`src/fifo_show_pkg.sv`:
```
// SCAN_DIV is small for short simulations and must be raised for a readable scan on a board
package fifo_show_pkg;

  // ----------------------------------------------------------
  // widths and depths
  // ----------------------------------------------------------

  // one FIFO entry is a single hex digit
  localparam int DATA_W      = 4;
  // FIFO slots, also the number of display digits
  localparam int FIFO_DEPTH  = 8;
  localparam int PTR_W       = $clog2(FIFO_DEPTH);
  // key[1] pushes, key[0] pops
  localparam int KEY_W       = 2;
  // head value plus empty and full flags
  localparam int LED_W       = 6;
  // abcdefgh, segment a in the msb, dot in the lsb
  localparam int SEG_W       = 8;

  // ----------------------------------------------------------
  // display scan strobe
  // ----------------------------------------------------------

  localparam int SCAN_DIV    = 4;
  localparam int SCAN_CNT_W  = $clog2(SCAN_DIV);

  // ----------------------------------------------------------
  // push sequence and segment codes
  // ----------------------------------------------------------

  localparam int PATTERN_LEN = 16;
  localparam int PAT_IDX_W   = $clog2(PATTERN_LEN);

  // fixed permutation of all 16 codes
  localparam logic [DATA_W-1:0] PATTERN [0:PATTERN_LEN-1] = '{
    4'h2, 4'h6, 4'hd, 4'hb, 4'h7, 4'he, 4'hc, 4'h4,
    4'h1, 4'h0, 4'h9, 4'ha, 4'hf, 4'h5, 4'h8, 4'h3
  };

  // hex digit to abcdefgh, active high, dot off
  localparam logic [SEG_W-1:0] SEG_CODE [0:15] = '{
    8'hfc, 8'h60, 8'hda, 8'hf2, 8'h66, 8'hb6, 8'hbe, 8'he0,
    8'hfe, 8'hf6, 8'hee, 8'h3e, 8'h9c, 8'h7a, 8'h9e, 8'h8e
  };

  // only the middle bar lit
  localparam logic [SEG_W-1:0] SEG_EMPTY = 8'b0000_0010;

endpackage

```
`src/debug_fifo.sv`:
```
// FIFO_DEPTH is any size >= 2; a push while full is dropped even if a pop comes in the same cycle
`timescale 1ns/1ps

module debug_fifo
  import fifo_show_pkg::*;
(
  input  logic                              clk,
  input  logic                              rst_n,
  input  logic                              push,
  input  logic                              pop,
  input  logic [DATA_W-1:0]                 write_data,
  output logic [DATA_W-1:0]                 read_data,
  output logic                              empty,
  output logic                              full,
  output logic [FIFO_DEPTH-1:0]             debug_valid,
  output logic [FIFO_DEPTH-1:0][DATA_W-1:0] debug_data
);

  // ----------------------------------------------------------
  // storage and pointers
  // ----------------------------------------------------------

  logic [FIFO_DEPTH-1:0][DATA_W-1:0] slot_data;
  // one bit per physical slot
  logic [FIFO_DEPTH-1:0]             slot_valid;
  logic [PTR_W-1:0]                  wr_ptr;
  logic [PTR_W-1:0]                  rd_ptr;
  logic                              do_push;
  logic                              do_pop;

  // pointer step with wrap at FIFO_DEPTH
  function automatic logic [PTR_W-1:0] ptr_next(input logic [PTR_W-1:0] ptr);
    if (ptr == PTR_W'(FIFO_DEPTH - 1))
      return '0;
    else
      return ptr + 1'b1;
  endfunction

  // ----------------------------------------------------------
  // flags
  // ----------------------------------------------------------

  // valid bits replace an occupancy counter
  assign empty   = ~|slot_valid;
  assign full    = &slot_valid;

  // requests that would overflow or underflow are dropped here
  assign do_push = push & ~full;
  assign do_pop  = pop & ~empty;

  // ----------------------------------------------------------
  // control state
  // ----------------------------------------------------------

  always_ff @(posedge clk or negedge rst_n)
  begin
    if (!rst_n)
    begin
      wr_ptr     <= '0;
      rd_ptr     <= '0;
      slot_valid <= '0;
    end
    else
    begin
      if (do_push)
      begin
        wr_ptr             <= ptr_next(wr_ptr);
        slot_valid[wr_ptr] <= 1'b1;
      end
      // with both active the pointers differ, so the two bits never collide
      if (do_pop)
      begin
        rd_ptr             <= ptr_next(rd_ptr);
        slot_valid[rd_ptr] <= 1'b0;
      end
    end
  end

  // ----------------------------------------------------------
  // data slots
  // ----------------------------------------------------------

  // cleared so the LEDs and digits start from a known value
  always_ff @(posedge clk or negedge rst_n)
  begin
    if (!rst_n)
      slot_data <= '0;
    else if (do_push)
      slot_data[wr_ptr] <= write_data;
  end

  // head straight from storage, no output register
  assign read_data   = slot_data[rd_ptr];

  // whole contents exposed for the display
  assign debug_valid = slot_valid;
  assign debug_data  = slot_data;

endmodule

```
`src/digit_scanner.sv`:
```
// one digit is lit at a time, refresh rate is clk / (SCAN_DIV * FIFO_DEPTH)
`timescale 1ns/1ps

module digit_scanner
  import fifo_show_pkg::*;
(
  input  logic                              clk,
  input  logic                              rst_n,
  input  logic                              scan_tick,
  input  logic [FIFO_DEPTH-1:0]             debug_valid,
  input  logic [FIFO_DEPTH-1:0][DATA_W-1:0] debug_data,
  output logic [SEG_W-1:0]                  abcdefgh,
  output logic [FIFO_DEPTH-1:0]             digit
);

  // ----------------------------------------------------------
  // scan position
  // ----------------------------------------------------------

  // display position, 0 is the rightmost digit
  logic [PTR_W-1:0]  scan_pos;
  // physical FIFO slot shown at scan_pos
  logic [PTR_W-1:0]  scan_slot;
  logic              scan_valid;
  logic [DATA_W-1:0] scan_data;

  always_ff @(posedge clk or negedge rst_n)
  begin
    if (!rst_n)
    begin
      scan_pos <= '0;
    end
    else if (scan_tick)
    begin
      if (scan_pos == PTR_W'(FIFO_DEPTH - 1))
        scan_pos <= '0;
      else
        scan_pos <= scan_pos + 1'b1;
    end
  end

  // ----------------------------------------------------------
  // digit select
  // ----------------------------------------------------------

  // one-hot, active high anode enable
  always_comb
  begin
    digit           = '0;
    digit[scan_pos] = 1'b1;
  end

  // ----------------------------------------------------------
  // slot mirroring
  // ----------------------------------------------------------

  // slot 0 lands on the leftmost digit, so the FIFO reads left to right
  assign scan_slot  = PTR_W'(FIFO_DEPTH - 1) - scan_pos;

  assign scan_valid = debug_valid[scan_slot];
  assign scan_data  = debug_data[scan_slot];

  // ----------------------------------------------------------
  // segment decode
  // ----------------------------------------------------------

  // unused slot shows a bar instead of a stale digit
  always_comb
  begin
    if (scan_valid)
      abcdefgh = SEG_CODE[scan_data];
    else
      abcdefgh = SEG_EMPTY;
  end

endmodule

```
`src/fifo_show_top.sv`:
```
// single clock design, keys are raw inputs and each press counts as one request
`timescale 1ns/1ps

module fifo_show_top
  import fifo_show_pkg::*;
(
  input  logic                  clk,
  input  logic                  rst_n,
  input  logic [KEY_W-1:0]      key,
  output logic [LED_W-1:0]      led,
  output logic [SEG_W-1:0]      abcdefgh,
  output logic [FIFO_DEPTH-1:0] digit
);

  logic                              push;
  logic                              pop;
  logic                              push_accepted;
  logic                              scan_tick;
  logic [DATA_W-1:0]                 write_data;
  logic [DATA_W-1:0]                 read_data;
  logic                              empty;
  logic                              full;
  logic [FIFO_DEPTH-1:0]             debug_valid;
  logic [FIFO_DEPTH-1:0][DATA_W-1:0] debug_data;

  // ----------------------------------------------------------
  // key requests
  // ----------------------------------------------------------

  key_pulse u_key_pulse (
    .clk   (clk),
    .rst_n (rst_n),
    .key   (key),
    .push  (push),
    .pop   (pop)
  );

  // same condition the FIFO uses to take a push
  assign push_accepted = push & ~full;

  // ----------------------------------------------------------
  // data path
  // ----------------------------------------------------------

  pattern_source u_pattern_source (
    .clk           (clk),
    .rst_n         (rst_n),
    .push_accepted (push_accepted),
    .write_data    (write_data)
  );

  debug_fifo u_debug_fifo (
    .clk         (clk),
    .rst_n       (rst_n),
    .push        (push),
    .pop         (pop),
    .write_data  (write_data),
    .read_data   (read_data),
    .empty       (empty),
    .full        (full),
    .debug_valid (debug_valid),
    .debug_data  (debug_data)
  );

  // ----------------------------------------------------------
  // display and LEDs
  // ----------------------------------------------------------

  tick_gen u_tick_gen (
    .clk       (clk),
    .rst_n     (rst_n),
    .scan_tick (scan_tick)
  );

  digit_scanner u_digit_scanner (
    .clk         (clk),
    .rst_n       (rst_n),
    .scan_tick   (scan_tick),
    .debug_valid (debug_valid),
    .debug_data  (debug_data),
    .abcdefgh    (abcdefgh),
    .digit       (digit)
  );

  // full in the top bit, then empty, then the head value
  assign led = {full, empty, read_data};

endmodule

```
`src/key_pulse.sv`:
```
// no debouncing is done, so a bouncing mechanical key can give several requests per press
`timescale 1ns/1ps

module key_pulse
  import fifo_show_pkg::*;
(
  input  logic             clk,
  input  logic             rst_n,
  input  logic [KEY_W-1:0] key,
  output logic             push,
  output logic             pop
);

  // ----------------------------------------------------------
  // two-flop synchroniser per key
  // ----------------------------------------------------------

  logic [KEY_W-1:0] key_meta;
  logic [KEY_W-1:0] key_sync;
  // last synchronised value, for rise detection
  logic [KEY_W-1:0] key_hist;
  // registered one-cycle pulses, bit order as key
  logic [KEY_W-1:0] key_rise;

  always_ff @(posedge clk or negedge rst_n)
  begin
    if (!rst_n)
    begin
      key_meta <= '0;
      key_sync <= '0;
      key_hist <= '0;
      key_rise <= '0;
    end
    else
    begin
      key_meta <= key;
      key_sync <= key_meta;
      key_hist <= key_sync;
      // high only in the cycle after the synchronised key goes up
      key_rise <= key_sync & ~key_hist;
    end
  end

  // a held key gives one pulse, since the history catches up next cycle
  assign push = key_rise[1];
  assign pop  = key_rise[0];

endmodule

```
`src/pattern_source.sv`:
```
// the index only moves on pushes the FIFO really takes, so a push on a full FIFO skips nothing
`timescale 1ns/1ps

module pattern_source
  import fifo_show_pkg::*;
(
  input  logic              clk,
  input  logic              rst_n,
  input  logic              push_accepted,
  output logic [DATA_W-1:0] write_data
);

  // ----------------------------------------------------------
  // write index
  // ----------------------------------------------------------

  logic [PAT_IDX_W-1:0] pat_idx;
  logic                 pat_last;

  // last table entry, next step goes back to 0
  assign pat_last = (pat_idx == PAT_IDX_W'(PATTERN_LEN - 1));

  // steps on the same edge that stores the current value
  always_ff @(posedge clk or negedge rst_n)
  begin
    if (!rst_n)
    begin
      pat_idx <= '0;
    end
    else if (push_accepted)
    begin
      if (pat_last)
        pat_idx <= '0;
      else
        pat_idx <= pat_idx + 1'b1;
    end
  end

  // ----------------------------------------------------------
  // table lookup
  // ----------------------------------------------------------

  // value for the next push, ready one cycle after the previous one
  assign write_data = PATTERN[pat_idx];

endmodule

```
`src/tick_gen.sv`:
```
// SCAN_DIV must be at least 2, the strobe comes one cycle after terminal count
`timescale 1ns/1ps

module tick_gen
  import fifo_show_pkg::*;
(
  input  logic clk,
  input  logic rst_n,
  output logic scan_tick
);

  logic [SCAN_CNT_W-1:0] div_cnt;
  logic                  at_terminal;

  assign at_terminal = (div_cnt == SCAN_CNT_W'(SCAN_DIV - 1));

  // free running divider, strobe is a clock enable and not a clock
  always_ff @(posedge clk or negedge rst_n)
  begin
    if (!rst_n)
    begin
      div_cnt   <= '0;
      scan_tick <= 1'b0;
    end
    else
    begin
      scan_tick <= at_terminal;
      if (at_terminal)
        div_cnt <= '0;
      else
        div_cnt <= div_cnt + 1'b1;
    end
  end

endmodule
```
`config.mk`:
```
export PLATFORM = sky130hd
export DESIGN_NAME = fifo_show_top
export DESIGN_NICKNAME = d
export VERILOG_FILES = /design/src/fifo_show_pkg.sv /design/src/debug_fifo.sv /design/src/digit_scanner.sv /design/src/fifo_show_top.sv /design/src/key_pulse.sv /design/src/pattern_source.sv /design/src/tick_gen.sv
export SDC_FILE = /design/constraint.sdc
export NUM_CORES = 1
export LEC_CHECK = 0
export BUFFER_PORTS_ARGS = -buffer_cell sky130_fd_sc_hd__clkbuf_2
export CORE_MARGIN = 2
export CORE_UTILIZATION = 49
export CTS_BUF_LIST = sky130_fd_sc_hd__clkbuf_2
export CTS_CLUSTER_DIAMETER = 40
export CTS_CLUSTER_SIZE = 24
export DETAILED_ROUTE_END_ITERATION = 12
export PLACE_DENSITY = 0.69
export RECOVER_POWER = 50
export SLEW_MARGIN = 40
export SYNTH_ARGS = -nofsm -noshare
export SYNTH_HDL_FRONTEND = slang
export SYNTH_SLANG_ARGS = --single-unit
```
`constraint.sdc`:
```
create_clock -name clk -period 5.6 [get_ports clk]
set_input_delay 0.28 -clock clk [delete_from_list [all_inputs] [get_ports clk]]
set_output_delay 0.28 -clock clk [all_outputs]
set_load 0.005 [all_outputs]
```
# Word-level counts from Yosys, hierarchy flattened

Memory sizes are Yosys's and may differ from the RTL's.
Index checks and enable logic that the tools add are counted.

Memories: 2
Bits in registers: 64
Output and inout port bits: 22
Input port bits: 4
ROM bits: 192

Mux-type cells: 27
Order comparisons: 9
Eq/ne operators: 5
Bitwise gates (word level): 10
Add/subtract/negate cells: 6
Reduce and logical (&&, ||, !) cells: 6

Memory list:

| memory          | words | width | rd ports | clocked after memory_dff | write ports | RTL line             | source |
|---|---|---|---|---|---|---|---|
| (no name shown) | 16    | 8     | 1        | 0                        | 0           | digit_scanner.sv:71  | `abcdefgh = SEG_CODE[scan_data];` |
| (no name shown) | 16    | 4     | 1        | 0                        | 0           | pattern_source.sv:44 | `assign write_data = PATTERN[pat_idx];` |

Operator list:

| operator              | count |
|---|---|
| $mux W8               | 5 |
| $bwmux W32            | 1 |
| $bmux W4 S3           | 2 |
| $mux W4               | 6 |
| $lt A3 B4 Y1 const B  | 4 |
| $demux W4 S3          | 1 |
| $ge A5 B5 Y1 const B  | 2 |
| $not A4 Y5            | 2 |
| $add A3 B1 Y3 const B | 3 |
| $demux W1 S3          | 3 |
| $eq A3 B3 Y1 const B  | 3 |
| $ge A3 B1 Y1 const B  | 3 |
| $mux W3               | 3 |
| $and A8 B8 Y8         | 1 |
| $not A8 Y8            | 1 |
| $or A8 B8 Y8          | 1 |
| $reduce_and A8 Y1     | 1 |
| $reduce_or A8 Y1      | 1 |
| $add A4 B1 Y4 const B | 1 |
| $eq A4 B4 Y1 const B  | 1 |
| $mux W1               | 4 |
| $bmux W1 S3           | 1 |
| $logic_and A1 B1 Y1   | 3 |
| $sub A3 B3 Y3 const A | 1 |
| 8 further kinds       | 9 |

# Logic depth before layout (Yosys ltp)

Depth in word-level cells: 8
Mapped depth: 11

# Cells and area by module

A second synthesis with hierarchy kept.

Cells, all modules: 313
Area, all modules: 3,709.8 sq um

By module, submodules not included:

| module         | cells each | area an instance (sq um) | instances |
|---|---|---|---|
| debug_fifo     | 157        | 2,174.6                  | 1 |
| digit_scanner  | 105        | 860.8                    | 1 |
| pattern_source | 33         | 326.6                    | 1 |
| key_pulse      | 10         | 227.7                    | 1 |
| tick_gen       | 5          | 91.3                     | 1 |
| fifo_show_top  | 3          | 28.8                     | 1 |

# Least setup slack after synthesis

OpenSTA, ideal clock, no wires.

Path type: register to output
Start: register u_digit_scanner.scan_pos[2]
End: output abcdefgh[7]
Path buffers: 2
Cell stages (with the launch flop): 11
Path slack: 3,177 ps
Required time: 5,320 ps
Arrival time: 2,143 ps
Cell sequence: dfrtp_1 buf_2 buf_2 mux2i_1 o211ai_1 a21oi_1 inv_1 ha_1 nand2_1 mux2i_1 a2111oi_2

Longest elaborated chain between the ends: 8
Elaborated cells on any way between the ends: 10
Classes of those cells: add/sub (1); mux (7); bitwise (1); memory (1)

Ends and longest elaborated chain:

| item                                        | RTL line            | source |
|---|---|---|
| from (decl)                                 | digit_scanner.sv:21 | `logic [PTR_W-1:0] scan_pos;` |
| from (signal assigned)                      | digit_scanner.sv:38 | `scan_pos <= scan_pos + 1'b1;` |
| $sub A3 B3 Y3 (*)                           | digit_scanner.sv:58 | `assign scan_slot = PTR_W'(FIFO_DEPTH - 1) - scan_pos;` |
| $bmux W4 S3                                 | digit_scanner.sv:61 | `assign scan_data = debug_data[scan_slot];` |
| $mux W4 (not written as such)               | digit_scanner.sv:61 |  |
| $not A4 Y5 (not written as such)            | digit_scanner.sv:71 |  |
| $mem_v2 Z16 W8                              | --                  |  |
| $mux W8 (not written as such) (2 in series) | digit_scanner.sv:71 |  |
| $mux W8 (*)                                 | digit_scanner.sv:70 | `if (scan_valid)` |
| to (decl)                                   | fifo_show_top.sv:11 | `output logic [SEG_W-1:0] abcdefgh,` |

Mark *: on every way between the ends. The rest lies on a longest branch, timed or not. The select of a mux whose other input is x is not followed.

==> flow_summary.ini <==
[worst_setup_path]
slowest_stage = clkbuf_1
crit_fanout = 64
endpoint_kind = asynchronous set/reset pin
cp.arrival_ns = 3.28
cp_top_family = buffers and inverters
crit_chain = dlygate4sd3_1 -> clkbuf_2 -> clkbuf_1
crit_path_start_kind = input port
required_ns = 5.24
crit_type = in -> async
reg2regPathDepth = 5
path_depth = 3
cp_slowest_stage_delay_ns = 2.35
crit_buf_inv = 3

[global_route]
first_global_vias = 2533
grt_first_pass_wirelength_mm = 12.92
grt_overflow = 0
antenna_found_initial = 0
track_usage = 0.2009
grt_max_degree = 65

[logic_synthesis]
synth_compound_area_frac = 0.09956
synthXorXnorAreaFrac = 0.002362
synth_top_cell_by_area = dfrtp_1
ys_seq_area_frac = 0.4320
syn-num-nets = 346
synth_area_leaders = dfrtp_1, mux2_2, mux4_2
synth_simple_gate_area_frac = 0.1117
synth_warnings = 0
synth-edff-count = 0
synth_ff_type = dfrtp_1
ys_ff_latch = 64
synthMuxAreaShare = 0.2389
synth_top_family_by_area = multiplexers
synthAdderAreaFrac = 0.05737
synth_top_area_frac = 0.4320
synthArstFlopShare = 1.000
synthDistinctLibCells = 48
postSynthCellCount = 325
syn-cell-area_um2 = 3707
avgSynthCellArea_um2 = 11.41

[floorplanning]
die_width_um = 90.98
die_area_um2 = 8277
rows = 31
start_util = 0.5084
die_y_um = 90.98
ios = 26
core_um2 = 7292

[status]
violations = max-capacitance violations, max-slew violations
outcome = complete, but fails checks

[layout]
stdcell_count = 442
area_delta_synth_final_pct = 6.547
utilization = 0.5417
nets = 361
drive_gt1_frac = 0.2945
final_cell_mix = dfrtp_1, mux2_2, clkbuf_2
final_common_cell = dfrtp_1
antenna_cells = 0
fill_cells = 661

[drt]
ant_nets = 0
met1_length_mm = 3.615
post_drt_wl_per_cell_um = 17.15
first_pass_iters = 4
wirelength_mm = 7.579
wl_met3_um = 302
routed.top_layer = met4
dr_wl_met2_mm = 3.455
remaining_drc_errors = 0
routed-via-count = 2518
drtIter0Drc = 118
via_per_inst = 5.697

[run]
cap_violations = 1

[timing]
worst_slew_pin_slew_ns = 3.345
setup_viol = 0
drv_slew = 65
fmax_mhz = 274.3
finalHoldViolCount = 0
clock_skew_ns = 0.02047
relSlewSlack = -1.230
period_minus_slack_ns = 3.645
final.setup.tns_ns = 0
rsz0062_at_grt = false
period_share = 0.6510

[cts]
cts_resized = 0
cts_tree = yes
root_buffer = clkbuf_2
cts_buffer_depth = 2
cts_hold_buf = 3
postCtsSetupRepairBufs = 0
clk_pin_slew_ns = 0.18
cts.htree.levels = 3
cts.sink_count = 64
clock_latency_ns = 0.49
cts_buffers = 9

[placement]
dp_cells = 425
hpwlAfterDp_mm = 5.329
numPortBuffers = 24
gp_congestion = 0.8464

[min_path]
min_path_cells = 0
hold_path.class = reg -> reg

[power]
max-vdd-ir-drop_mv = 0.1724
cellLeakagePower_nw = 1.755
powerDensity_nw_per_um2 = 496.5
## cell type report
type                            instances  area, µm²  share of cell area
Clock buffer                            9      45.04             0.01140
Clock inverter                          5      50.05             0.01267
Inverter                               21      78.83             0.01996
Multi-Input combinational cell        216       1894              0.4796
Sequential cell                        64       1604              0.4061
Tap cell                               99      123.9             0.03136
Timing Repair Buffer                   28      153.9             0.03896
## kinds of logic (layout without fill, tap and decap cells)
kind of cell	count (synthesis)	after routing
AOI/OAI and AO/OA	50	50
xor gates and xnor gates	1	1
adders and majority gates	17	17
buffers and inverters	45	63
DFF	64	64
muxes	69	69
other	1	1
and+or+nand+nor	78	78
## path summary, 6_finish.rpt
kind                                                          from                                 endpoint  slack [ns]
min reg2reg                      u_key_pulse.key_meta[1]$_DFF_PN0_        u_key_pulse.key_sync[1]$_DFF_PN0_        0.37
max reg2reg                  u_debug_fifo.debug_valid[0]$_DFF_PN0_   u_debug_fifo.debug_data[2]$_DFFE_PN0P_        3.49
min in group asynchronous                                    rst_n        u_key_pulse.key_hist[1]$_DFF_PN0_        1.53
min                              u_key_pulse.key_meta[1]$_DFF_PN0_        u_key_pulse.key_sync[1]$_DFF_PN0_        0.37
max in group clk           u_digit_scanner.scan_pos[1]$_DFFE_PN0P_                              abcdefgh[7]        2.05
max                                                          rst_n  u_digit_scanner.scan_pos[0]$_DFFE_PN0P_        1.95
## state kept, by name, summed over array words and instances (netlist names)
name                      count
u_debug_fifo.debug_valid      8
u_pattern_source.pat_idx      4
u_debug_fifo.debug_data      32
u_key_pulse.key_sync          2
u_key_pulse.key_hist          2
u_key_pulse.key_meta          2
u_debug_fifo.rd_ptr           3
u_tick_gen.scan_tick          1
u_debug_fifo.wr_ptr           3
u_key_pulse.key_rise          2
u_tick_gen.div_cnt            2
u_digit_scanner.scan_pos      3
## per-stage QoR
step	setup slack (ns)	instance area, µm²	hold WS, ns	total power (W)
final	1.955	3950	0.3749	0.001961
after CTS	1.851	3951	0.3792	0.001971
after floorplan	3.177	3707	-0.01559	0.001454
after global placement	2.505	3826	0.3345	0.001681
after detailed placement	2.414	3826	0.3389	0.001713
after global routing	1.088	3950	0.3846	0.002115
## report_power, final
part,switching [W],internal [W]
Clock,0.000165,0.0000947
Sequential,0.000215,0.000633
Combinational,0.000388,0.000466
## worst reg2reg max path, stage by stage, from the launching register on
cell	delay (ns)
dfrtp_1	0.45
nand4_1	0.22
nor2_1	0.11
or2_1	0.25
nor3_2	0.57
mux2_2	0.40
## cell usage after synthesis, types with 2 or more instances
cell type  count
nor2b_1        2
a21o_1         3
buf_6          3
nor2_1        12
ha_1          17
nor4_1         2
or3_1          6
nor3b_1        5
nand2b_1      10
a21oi_1       11
buf_4          3
or2_2          2
a2bb2oi_1      3
mux4_2        11
a211oi_1       3
mux2_2        42
o211ai_1       7
dfrtp_1       64
buf_2          7
nand4_1        2
o31a_1         2
nor3_1         4
mux2i_1       15
clkbuf_1      11
nand3_1        7
inv_1         21
nand2_1       18
o21ai_1        4
nand3b_1       2
o21ai_0        8
## metal layers
metal	vias to the layer above	track usage
met5	-	0
li1	1194	-
met3	18	0.03320
met4	0	0.09091
met2	69	0.3130
met1	1237	0.2772
(Power assumes the default switching activity.)
